File: config.mk
export PLATFORM = sky130hd
export DESIGN_NAME = excUnit
export DESIGN_NICKNAME = d
export VERILOG_FILES = /design/src/hdl/excUnitPkg.sv /design/src/hdl/cp0Regs.sv /design/src/hdl/excDetect.sv /design/src/hdl/excUnit.sv /design/src/hdl/pcRedirect.sv /design/src/hdl/stageReg.sv
export VERILOG_INCLUDE_DIRS = /design/src /design/src/hdl
export SDC_FILE = /design/constraint.sdc
export NUM_CORES = 1
export LEC_CHECK = 0
export BUFFER_PORTS_ARGS = -buffer_cell sky130_fd_sc_hd__buf_2
export CAP_MARGIN = 20
export CORE_MARGIN = 2
export CORE_UTILIZATION = 50
export CTS_CLUSTER_DIAMETER = 40
export DETAILED_ROUTE_END_ITERATION = 16
export PLACE_DENSITY = 0.86
export SYNTH_ARGS = -nofsm -noshare
export SYNTH_HDL_FRONTEND = slang
export SYNTH_SLANG_ARGS = --single-unit
File: constraint.sdc
create_clock -name clk -period 6.09 [get_ports clk]
set_clock_uncertainty 0.15 [all_clocks]
set_input_delay 1.218 -clock clk [delete_from_list [all_inputs] [get_ports clk]]
set_output_delay 1.218 -clock clk [all_outputs]
set_load 0.02 [all_outputs]
File: src/hdl/excUnit_config.svh
`ifndef EXCUNIT_CONFIG_SVH
`define EXCUNIT_CONFIG_SVH

// General exception vector
`define EXC_HANDLER_ADDR 32'h0000_4180

// CP0 register numbers on the access port
`define CP0_SR    5'd12
`define CP0_CAUSE 5'd13
`define CP0_EPC   5'd14

// SR field positions
`define SR_IM_HI  15
`define SR_IM_LO  10
`define SR_EXL    1
`define SR_IE     0
`define SR_CU0    28

// Cause field positions
`define CAUSE_BD     31
`define CAUSE_IP_HI  15
`define CAUSE_IP_LO  10
`define CAUSE_EXC_HI 6
`define CAUSE_EXC_LO 2

// Out of reset only CU0 is set
`define SR_RESET (32'h1 << `SR_CU0)

`endif

File: src/hdl/excUnitPkg.sv
package excUnitPkg;

    // Machine word
    typedef logic [31:0] word_t;

    //////////////////////////////
    // Exception codes
    //////////////////////////////

    // Values match the Cause.ExcCode encoding
    typedef enum logic [4:0] {
        INT  = 5'd0,
        ADEL = 5'd4,
        ADES = 5'd5,
        SYS  = 5'd8,
        RI   = 5'd10,
        OV   = 5'd12,
        // No fault, never written to Cause
        NONE = 5'd31
    } excCode_t;

    //////////////////////////////
    // Pipeline payloads
    //////////////////////////////

    // Retiring instruction, 39 bits
    typedef struct packed {
        word_t    pc;
        logic     bd;
        excCode_t code;
        logic     eret;
    } excEvent_t;

    // New fetch address
    typedef struct packed {
        word_t target;
    } redirect_t;

endpackage

File: src/hdl/cp0Regs.sv
`timescale 1ns/1ps
`include "excUnit_config.svh"

module cp0Regs (
    input  logic                  clk,
    input  logic                  reset,
    input  logic                  inValid,
    input  excUnitPkg::excEvent_t inData,
    input  logic [5:0]            hwInt,
    input  logic [4:0]            regAddr,
    input  logic                  regWrEn,
    input  excUnitPkg::word_t     regWrData,
    input  logic                  outReady,
    output logic                  inReady,
    output logic                  outValid,
    output excUnitPkg::redirect_t outData,
    output excUnitPkg::word_t     regRdData,
    output excUnitPkg::word_t     epc,
    output logic                  exl
);

    // Architectural state
    excUnitPkg::word_t sr;
    excUnitPkg::word_t cause;
    excUnitPkg::word_t epcReg;

    // Commit decision
    logic intPending;
    logic faultPending;
    logic takeTrap;
    logic doEret;
    logic needRedirect;
    logic commit;

    // Trap details
    excUnitPkg::excCode_t trapCode;
    excUnitPkg::word_t    victimPc;

    //////////////////////////////
    // Take-exception decision
    //////////////////////////////

    // Unmasked line with IE set, ignored while EXL is set
    assign intPending = ~sr[`SR_EXL] & sr[`SR_IE]
                        & (|(hwInt & sr[`SR_IM_HI:`SR_IM_LO]));

    // Faults under EXL are dropped
    assign faultPending = ~sr[`SR_EXL] & (inData.code != excUnitPkg::NONE);

    assign takeTrap = intPending | faultPending;

    // A trap overrides an eret in the same event
    assign doEret       = inData.eret & ~takeTrap;
    assign needRedirect = takeTrap | doEret;

    // Silent events never wait on the redirect slot
    assign inReady  = ~needRedirect | outReady;
    assign outValid = inValid & needRedirect;
    assign commit   = inValid & inReady;

    // Interrupt beats any fault carried by the event
    assign trapCode = intPending ? excUnitPkg::INT : inData.code;

    // Branch delay slot restarts at the branch
    assign victimPc = inData.bd ? inData.pc - 32'd4 : inData.pc;

    always_comb begin
        if (takeTrap) begin
            outData.target = `EXC_HANDLER_ADDR;
        end else begin
            outData.target = epcReg;
        end
    end

    //////////////////////////////
    // Register update
    //////////////////////////////

    always_ff @(posedge clk) begin
        if (reset) begin
            sr     <= `SR_RESET;
            cause  <= '0;
            epcReg <= '0;
        end else begin
            // Pending lines visible every cycle
            cause[`CAUSE_IP_HI:`CAUSE_IP_LO] <= hwInt;
            if (commit && takeTrap) begin
                epcReg                             <= victimPc;
                cause[`CAUSE_BD]                   <= inData.bd;
                cause[`CAUSE_EXC_HI:`CAUSE_EXC_LO] <= trapCode;
                sr[`SR_EXL]                        <= 1'b1;
            end else if (commit && doEret) begin
                sr[`SR_EXL] <= 1'b0;
            end else if (regWrEn) begin
                // Port write only when no commit touches CP0
                // Cause stays read-only
                case (regAddr)
                    `CP0_SR:  sr     <= regWrData;
                    `CP0_EPC: epcReg <= regWrData;
                    default:  ;
                endcase
            end
        end
    end

    //////////////////////////////
    // Access port read
    //////////////////////////////

    always_comb begin
        case (regAddr)
            `CP0_SR:    regRdData = regWrEn ? regWrData : sr;
            `CP0_CAUSE: regRdData = regWrEn ? regWrData : cause;
            `CP0_EPC:   regRdData = regWrEn ? regWrData : epcReg;
            default:    regRdData = '0;
        endcase
    end

    assign epc = epcReg;
    assign exl = sr[`SR_EXL];

endmodule

File: src/hdl/excDetect.sv
`timescale 1ns/1ps

module excDetect (
    input  logic                  clk,
    input  logic                  reset,
    input  excUnitPkg::word_t     evPc,
    input  logic                  evBd,
    input  logic                  evEret,
    input  logic                  evOverflow,
    input  logic                  evIllegal,
    input  logic                  evAdel,
    input  logic                  evAdes,
    input  logic                  evSyscall,
    input  logic                  eventReq,
    input  logic                  slotReady,
    output logic                  eventAck,
    output logic                  slotValid,
    output excUnitPkg::excEvent_t slotData
);

    // Prioritised fault code
    excUnitPkg::excCode_t code;

    //////////////////////////////
    // Four-phase input side
    //////////////////////////////

    // Ack rises in the same edge that loads the input slot
    always_ff @(posedge clk) begin
        if (reset) begin
            eventAck <= 1'b0;
        end else if (!eventAck && eventReq && slotReady) begin
            eventAck <= 1'b1;
        end else if (eventAck && !eventReq) begin
            // Return to zero once the source lets go
            eventAck <= 1'b0;
        end
    end

    // Offer only before ack, so one request gives one record
    assign slotValid = eventReq & ~eventAck;

    //////////////////////////////
    // Fault priority
    //////////////////////////////

    // Fetch fault first, then decode, execute, trap and store
    always_comb begin
        if (evAdel) begin
            code = excUnitPkg::ADEL;
        end else if (evIllegal) begin
            code = excUnitPkg::RI;
        end else if (evOverflow) begin
            code = excUnitPkg::OV;
        end else if (evSyscall) begin
            code = excUnitPkg::SYS;
        end else if (evAdes) begin
            code = excUnitPkg::ADES;
        end else begin
            code = excUnitPkg::NONE;
        end
    end

    // Record for the input slot
    always_comb begin
        slotData.pc   = evPc;
        slotData.bd   = evBd;
        slotData.code = code;
        slotData.eret = evEret;
    end

endmodule

File: src/hdl/excUnit.sv
`timescale 1ns/1ps

module excUnit (
    input  logic              clk,
    input  logic              reset,
    input  excUnitPkg::word_t evPc,
    input  logic              evBd,
    input  logic              evEret,
    input  logic              evOverflow,
    input  logic              evIllegal,
    input  logic              evAdel,
    input  logic              evAdes,
    input  logic              evSyscall,
    input  logic              eventReq,
    input  logic [5:0]        hwInt,
    input  logic [4:0]        regAddr,
    input  logic              regWrEn,
    input  excUnitPkg::word_t regWrData,
    input  logic              redirectAck,
    output logic              eventAck,
    output excUnitPkg::word_t regRdData,
    output excUnitPkg::word_t epc,
    output logic              exl,
    output logic              redirectReq,
    output excUnitPkg::word_t redirectPc
);

    // Detect to input slot
    logic                  evValid;
    logic                  evReady;
    excUnitPkg::excEvent_t evData;

    // Input slot to CP0
    logic                  cpValid;
    logic                  cpReady;
    excUnitPkg::excEvent_t cpData;

    // CP0 to redirect slot
    logic                  rdValid;
    logic                  rdReady;
    excUnitPkg::redirect_t rdData;

    // Redirect slot to output handshake
    logic                  prValid;
    logic                  prReady;
    excUnitPkg::redirect_t prData;

    //////////////////////////////
    // Stages
    //////////////////////////////

    excDetect uDetect (
        .clk(clk), .reset(reset),
        .evPc(evPc), .evBd(evBd), .evEret(evEret),
        .evOverflow(evOverflow), .evIllegal(evIllegal),
        .evAdel(evAdel), .evAdes(evAdes), .evSyscall(evSyscall),
        .eventReq(eventReq), .slotReady(evReady),
        .eventAck(eventAck), .slotValid(evValid), .slotData(evData)
    );

    stageReg #(.payload_t(excUnitPkg::excEvent_t)) uEventSlot (
        .clk(clk), .reset(reset),
        .inValid(evValid), .inData(evData), .inReady(evReady),
        .outValid(cpValid), .outData(cpData), .outReady(cpReady)
    );

    cp0Regs uCp0 (
        .clk(clk), .reset(reset),
        .inValid(cpValid), .inData(cpData), .inReady(cpReady),
        .hwInt(hwInt),
        .regAddr(regAddr), .regWrEn(regWrEn), .regWrData(regWrData),
        .regRdData(regRdData), .epc(epc), .exl(exl),
        .outValid(rdValid), .outData(rdData), .outReady(rdReady)
    );

    stageReg #(.payload_t(excUnitPkg::redirect_t)) uRedirectSlot (
        .clk(clk), .reset(reset),
        .inValid(rdValid), .inData(rdData), .inReady(rdReady),
        .outValid(prValid), .outData(prData), .outReady(prReady)
    );

    pcRedirect uRedirect (
        .clk(clk), .reset(reset),
        .inValid(prValid), .inData(prData), .inReady(prReady),
        .redirectAck(redirectAck),
        .redirectReq(redirectReq), .redirectPc(redirectPc)
    );

endmodule

File: src/hdl/pcRedirect.sv
`timescale 1ns/1ps

module pcRedirect (
    input  logic                  clk,
    input  logic                  reset,
    input  logic                  inValid,
    input  excUnitPkg::redirect_t inData,
    input  logic                  redirectAck,
    output logic                  inReady,
    output logic                  redirectReq,
    output excUnitPkg::word_t     redirectPc
);

    // Four-phase sequencer
    typedef enum logic [1:0] {
        stIdle    = 2'd0,
        stReq     = 2'd1,
        stWaitLow = 2'd2,
        stRelease = 2'd3
    } state_t;

    state_t state;

    //////////////////////////////
    // Handshake FSM
    //////////////////////////////

    always_ff @(posedge clk) begin
        if (reset) begin
            state <= stIdle;
        end else begin
            case (state)
                // Slot holds a target
                stIdle:    if (inValid) state <= stReq;
                // Sink took it
                stReq:     if (redirectAck) state <= stWaitLow;
                // Sink back to zero
                stWaitLow: if (!redirectAck) state <= stRelease;
                // One cycle to free the slot
                stRelease: state <= stIdle;
                default:   state <= stIdle;
            endcase
        end
    end

    // Req only in its own state, so it drops right after ack
    assign redirectReq = (state == stReq);

    // Slot stays full through the four phases, target is stable
    assign redirectPc = inData.target;

    // Slot frees only once the sink has returned to zero
    assign inReady = (state == stRelease);

endmodule

File: src/hdl/stageReg.sv
`timescale 1ns/1ps

module stageReg #(
    parameter type payload_t = logic [31:0]
) (
    input  logic     clk,
    input  logic     reset,
    input  logic     inValid,
    input  payload_t inData,
    input  logic     outReady,
    output logic     inReady,
    output logic     outValid,
    output payload_t outData
);

    // Slot occupancy
    logic full;

    // Transfers on each side
    logic takeIn;
    logic takeOut;

    assign takeIn  = inValid & inReady;
    assign takeOut = full & outReady;

    // Room when empty or when the held item leaves this cycle
    assign inReady  = ~full | outReady;
    assign outValid = full;

    always_ff @(posedge clk) begin
        if (reset) begin
            full <= 1'b0;
        end else if (takeIn) begin
            // Refill wins over drain
            full <= 1'b1;
        end else if (takeOut) begin
            full <= 1'b0;
        end
    end

    // Payload storage
    always_ff @(posedge clk) begin
        if (takeIn) begin
            outData <= inData;
        end
    end

endmodule

==> impl_results.md, run 1 <==
- GR Overflow Total: 0
- Setup crit start kind: input pin
- Clock power share: 42.7%
- Slew HR: 30.43%
- Layout overhead on the synthesized area: 23.81%
- Run status: finished clean
- Worst skew pair latency: 0.42 ns
- CTS tree: done
- Starting Density: 50.51%
- Cells after synthesis: 698
- Post-CTS Setup Bufs: 0
- Worst Path Max Fanout: 32
- Post-route setup TNS: 0 ns
- Die Wd: 124.5 µm
- Largest family of logic cells by synthesized area: simple AND/OR/NAND/NOR gates
- YS warnings: 0
- Most common cell after layout, fill and taps aside: buf_2
- Initial antenna violation count: 2
- Post-synth EDFFs: 71
- Via density: 5.581
- # port buffers: 185
- Sequential share of the synthesized area: 51.72%
- Rows: 44
- Async set-or-reset flop fraction in the synthesized netlist: 0%
- First-pass iteration count of the detailed router: 6
- RSZ-0062 raised after global routing: no
- Switch Pwr: 664.8 µW
- WL final: 19060 µm
- Tcrit/Tclk final: 79.59%
- Compound-cell area share of the yosys netlist: 11.81%
- Peak supply drop: 0.2274 mV
- Fin cells: 1064
- Worst hold margin: 0.3101 ns
- Minimum clock period: 4.847 ns
- GRT Util Overall: 24.43%
- Largest net degree at the start of global routing: 77
- TritonCTS Buffers: 17
- Setup CP Type: input pin to output port
- Post-route ant nets: 0
- Gate power share: 12.4%
- CP arrival: 3.48 ns
- Synth Area in Simple Gates: 17.60%
- Xor and xnor area share after synthesis: 3.258%
- Max Root-Sink Buffers: 2
- Critical Path RT: 4.72 ns
- Die Span Y: 124.5 µm
- Vias in the first global route: 5744
- Die ar.: 15500 µm²
- CP endpoint kind: output port
- Reg power frac: 44.9%
- Hold Path Class: flip-flop to flip-flop
- Flops & latches, synth: 152
- Layout Nets: 958
- Fmax achieved: 206.3 MHz
- P per Cell Area: 294.9 nW/µm²
- CTS resizes: 0
- CTS Hold Buffers Added: 0
- CTS root buf: clkbuf_16
- Synth cell types: 54
- Multiplexer share of the synthesized area: 11.34%
- First-pass GRT wire length: 29980 µm
- # IOs: 186
- Residual DRC: 0
- Hpwl dp: 13400 µm
- Post-Place Cells: 1029
- Fin. Hold Viols: 0
- Fraction of the mapped netlist area in adder cells: 1.034%
- Average wire per standard cell: 17.91 µm
- Most frequent cells in the layout: buf_2, nand2_1, dfxtp_1
- Tightest Pin Transition: 1.044 ns
- Core Footprint: 14370 µm²
- Syn Nets: 791
- P_int: 1985 µW
- RePlAce Congestion: 0.8583
- Leakage power: 0.003572 µW
- Setup violations, final: 0
- Clk slew on worst S/H paths: 0.06 ns
- Synth Cell Area: 7258 µm²
- Initial DRC count: 628
- H-Tree Depth: 4
- Final Slew Violations: 0
- Vias: 5938
- Main synth FF type: dfxtp_1
- Switching Share: 25.09%
- Layout cell share with drive strength beyond 1: 32.35%
- Avg Cell Area, Syn: 10.40 µm²
- Max Cap Viol: 0
- Clock sink count: 152
worst paths after layout:
| kind | start | endpoint | slack (ns) | cells after the start |
|---|---|---|---|---|
| worst min-delay path | uCp0.sr[31] | uCp0.sr[31] | 0.31 | 2 |
| worst max register to register | uCp0.sr[11] | uCp0.sr[21] | 2.60 | 6 |
| worst max-delay path | regAddr[0] | regRdData[31] | 1.24 | 8 |
| worst min register to register | uCp0.sr[31] | uCp0.sr[31] | 0.31 | 2 |
cell usage after synthesis, types with 16 or more instances:
cell type	number	share of area [%]
edfxtp_1	71	29
a22oi_1	32	3.3
a211oi_1	16	1.7
o21ai_0	49	3.4
xnor2_1	22	2.7
nor2b_1	40	3.4
nand2_1	108	5.6
mux2_2	34	5.3
mux2i_1	44	6.1
a21oi_1	27	1.9
clkbuf_1	35	1.8
dfxtp_1	81	22
nor2_1	31	1.6
layout make-up:
type                    count  area [µm²]
diodes                      2       5.005
clock buffers              19       432.9
clock inverters            13       202.7
fillers                  1137        5383
inverters                   8       30.03
multi-input cells         491        3318
flip-flops and latches    152        3754
well taps                 184       230.2
repair buffers            195        1013
flip-flops by register name, summed over array words and instances, names as in the netlist:
name / count
uEventSlot.outValid: 1
uRedirectSlot.outData: 32
uCp0.cause: 12
uDetect.eventAck: 1
uEventSlot.outData: 39
uCp0.epc: 32
uRedirect.state: 2
uRedirectSlot.outValid: 1
uCp0.sr: 32
logic make-up after synthesis:
family                   count (synthesis)
AND/OR/NAND/NOR                        242
AO/OA/AOI/OAI                          138
adder cells (fa/ha/maj)                  6
multiplexers                            78
flip-flops                             152
XOR/XNOR                                27
buffers and inverters                   55
critical path: stages:
cell,delay [ns]
buf_2,0.22
and4bb_2,0.38
and2_1,0.59
o21a_1,0.23
buf_4,0.34
nand2_1,0.09
o21ai_0,0.16
buf_2,0.24
through the flow:
step                      util [%]  setup slack [ns]  power (µW)  cell area (µm²)
after global routing         62.52             1.126        2740             8984
after CTS                    62.37             1.271        2658             8961
after detailed placement     57.94             1.272        1536             8325
after global placement       57.94             1.312        1520             8325
after floorplan                  -             1.438        1403             7258
final                        62.54             1.243        2650             8986
power groups by stage:
| stage | Combinational, µW | Sequential, µW | Clock, µW |
|---|---|---|---|
| 2_1_floorplan | 169 | 1230 | 0 |
| 3_5_place_dp | 326 | 1210 | 0 |
| 4_1_cts | 329 | 1190 | 1140 |
| 3_3_place_gp | 314 | 1210 | 0 |
| 6_report | 329 | 1190 | 1130 |
| 5_1_grt | 360 | 1200 | 1180 |
per-layer routing:
layer  routed length (µm)  vias up  GRT usage (%)
li1                     -     2844              -
met1                 8193     2777          31.97
met2                 8792      272          38.41
met3                 1498       45          6.787
met4                  571        0          9.914
met5                    0        -              0
No activity file was read; power rests on OpenSTA's default activity.
==> run 2, diff against run 1 <==
--- a/config.mk
+++ b/config.mk
@@ -9,7 +9,7 @@
 export BUFFER_PORTS_ARGS = -buffer_cell sky130_fd_sc_hd__buf_2
 export CAP_MARGIN = 20
 export CORE_MARGIN = 2
-export CORE_UTILIZATION = 50
+export CORE_UTILIZATION = 48
 export CTS_CLUSTER_DIAMETER = 40
 export DETAILED_ROUTE_END_ITERATION = 16
 export PLACE_DENSITY = 0.86
==> constraint.sdc (replaced) <==
create_clock -name clk -period 4.05 [get_ports clk]
set_clock_uncertainty 0.15 [all_clocks]
set_input_delay 0.81 -clock clk [delete_from_list [all_inputs] [get_ports clk]]
set_output_delay 0.81 -clock clk [all_outputs]
set_load 0.02 [all_outputs]
==> run 2 against run 1 <==
Compared with the run above: via count is 2.3% higher; non-clock buffer count is 6 higher; cell count is 0.56% higher; global-route usage is 0.083 points higher; total power is 48% higher; final area is 0.36% higher; wire length is 2.2% higher; flip-flop and latch count stayed put; sequential share of layout area is 0.15 points lower; register-to-register slack worse by 1.3 ns; setup slack worse by 0.57 ns; clock power is 44% higher; critical path type unchanged; highest routed layer is now met5.
==> impl_results.md, run 2 (synthesis results as in run 1) <==
- Fmax achieved: 296.3 MHz
- Clock power share: 41.6% (-1.1 points)
- Tightest Pin Transition: 0.7712 ns (-0.2724 ns)
- Vias in the first global route: 5835 (+1.6%)
- CP endpoint kind: output port
- CP arrival: 2.42 ns (-1.06 ns)
- Vias: 6076 (+2.3%)
- Crit-path cells: buf_2 > and4bb_2 > and2_1 > o21a_1 > buf_12 > nand2_1 > o21ai_0 > buf_2
- Rows: 44 (unchanged)
- FF+latch area: 3754 µm² (unchanged)
- Switching Share: 25.64% (+0.55 points)
- Fin worst setup slack: 0.6748 ns (-0.5680 ns)
- Worst Path Max Fanout: 23 (-28%)
- Hpwl dp: 13680 µm (+2.1%)
- Final Slew Violations: 0 (unchanged)
- First-pass iteration count of the detailed router: 5 (-1)
- WL final: 19480 µm (+2.2%)
- Die Wd: 127.0 µm (+2.0%)
- First-pass GRT wire length: 30370 µm (+1.3%)
- Slowest-stage cell, CP: o21a_1
- CP max stage delay: 0.40 ns (-0.19 ns)
- CTS resizes: 0 (unchanged)
- Critical Path RT: 3.09 ns (-1.63 ns)
- Total placed instance area: 8383 µm² (+0.69%)
- Fin area: 9019 µm² (+0.36%)
- Fin. Hold Viols: 0 (unchanged)
- CTS tree: done
- Largest Register: uEventSlot.outData
- Peak supply drop: 0.3094 mV (+36%)
- Most frequent cells in the layout: buf_2, nand2_1, dfxtp_1
- GRT Util Overall: 24.51% (+0.083 points)
- Multi-input gate area: 3318 µm² (unchanged)
- Hold Path Class: flip-flop to flip-flop
- TritonCTS Buffers: 17 (unchanged)
- Residual DRC: 0 (unchanged)
- CP most frequent cell: buf_2
- H-Tree Depth: 4 (unchanged)
- Slew HR: 48.59% (+18 points)
- Die ar.: 16120 µm² (+4.0%)
- CTS Hold Buffers Added: 0 (unchanged)
- Initial DRC count: 544 (-13%)
- RSZ-0062 raised after global routing: no
- Setup CP Type: input pin to output port
- Layout cell share with drive strength beyond 1: 33.03% (+0.69 points)
- Switch Pwr: 1007 µW (+52%)
- Post-route ant nets: 0 (unchanged)
- Clk slew on worst S/H paths: 0.06 ns (about the same)
- Tcrit/Tclk final: 83.34%
- Starting Density: 49.56% (-0.95 points)
- Max FFs per register: 39 (unchanged)
- Worst skew pair latency: 0.43 ns (about the same)
- Most common cell after layout, fill and taps aside: buf_2
- Minimum clock period: 3.375 ns
- # port buffers: 185 (unchanged)
- CTS root buf: clkbuf_16
- Crit path max-delay family: simple AND/OR/NAND/NOR gates
- Critical path buffer and inverter count: 3 (unchanged)
- Max Root-Sink Buffers: 2 (unchanged)
- Setup crit start kind: input pin
- Setup violations, final: 0 (unchanged)
- Pre-CTS setup slack: 0.7133 ns (-0.5587 ns)
- Via density: 5.679 (+1.8%)
- # IOs: 186 (unchanged)
- P_int: 2921 µW (+47%)
- RePlAce Congestion: 0.8888 (+3.6%)
- Reg power frac: 45.5% (+0.6 points)
- Post-CTS Setup Bufs: 0 (unchanged)
- Clock sink count: 152 (unchanged)
- Run status: finished clean
- Average wire per standard cell: 18.21 µm (+1.7%)
- Largest net degree at the start of global routing: 77 (unchanged)
- Worst hold margin: 0.3129 ns (+0.002838 ns)
- Layout Nets: 964 (+0.63%)
- Layout fillers: 1205 (+6.0%)
- Initial antenna violation count: 3 (+1)
- P per Cell Area: 435.6 nW/µm² (+48%)
- Post-route setup TNS: 0 ns (unchanged)
- Max Cap Viol: 0 (unchanged)
- Die Span Y: 127.0 µm (+2.0%)
- GR Overflow Total: 0 (unchanged)
- Gate power share: 12.9% (+0.5 points)
- Core Footprint: 14640 µm² (+1.9%)
- Leakage power: 0.003603 µW (+0.87%)
- Layout overhead on the synthesized area: 24.25%
[run 2: layout make-up]
type | count | area share [%]
diodes | 2 | 0.05549
clock buffers | 18 | 4.759
clock inverters | 14 | 2.012
inverters | 8 | 0.3330
multi-input cells | 491 | 36.79
flip-flops and latches | 152 | 41.62
well taps | 184 | 2.553
repair buffers | 201 | 11.88
[run 2: path summary, 6_finish.rpt]
check / from / to / slack, ns / cells after the start
max: regAddr[4] / regRdData[24] / 0.67 / 8
min: uCp0.sr[6] / uCp0.sr[6] / 0.31 / 2
max reg2reg: uEventSlot.outData[9] / uCp0.epc[11] / 1.31 / 5
min reg2reg: uCp0.sr[6] / uCp0.sr[6] / 0.31 / 2
[run 2: per-layer routing]
| metal | global-route usage, % | up-vias | wire [µm] |
|---|---|---|---|
| met2 | 38.58 | 340 | 8889 |
| met3 | 6.281 | 64 | 1584 |
| met5 | 0 | - | 13 |
| met1 | 32.02 | 2825 | 8360 |
| met4 | 11.18 | 2 | 631 |
| li1 | - | 2845 | - |
[run 2: power groups by stage]
| stage | clock network [µW] | registers (µW) | logic [µW] |
|---|---|---|---|
| 2_1_floorplan | 0 | 1850 | 255 |
| 4_1_cts | 1660 | 1790 | 501 |
| 3_5_place_dp | 0 | 1820 | 495 |
| 3_3_place_gp | 0 | 1810 | 479 |
| 5_1_grt | 1710 | 1800 | 551 |
| 6_report | 1630 | 1790 | 505 |
[run 2: per-stage QoR]
step	instances	utilization, %	total power, µW
after floorplan	698	-	2109
after global placement	1035	57.25	2293
after detailed placement	1035	57.25	2314
after CTS	1067	61.41	3943
after global routing	1069	61.57	4057
final	1070	61.59	3928
[run 2: worst min-delay path, stage by stage (launching register included)]
cell and delay [ns]:
dfxtp_1 0.31, nand2_1 0.05, mux2i_1 0.05
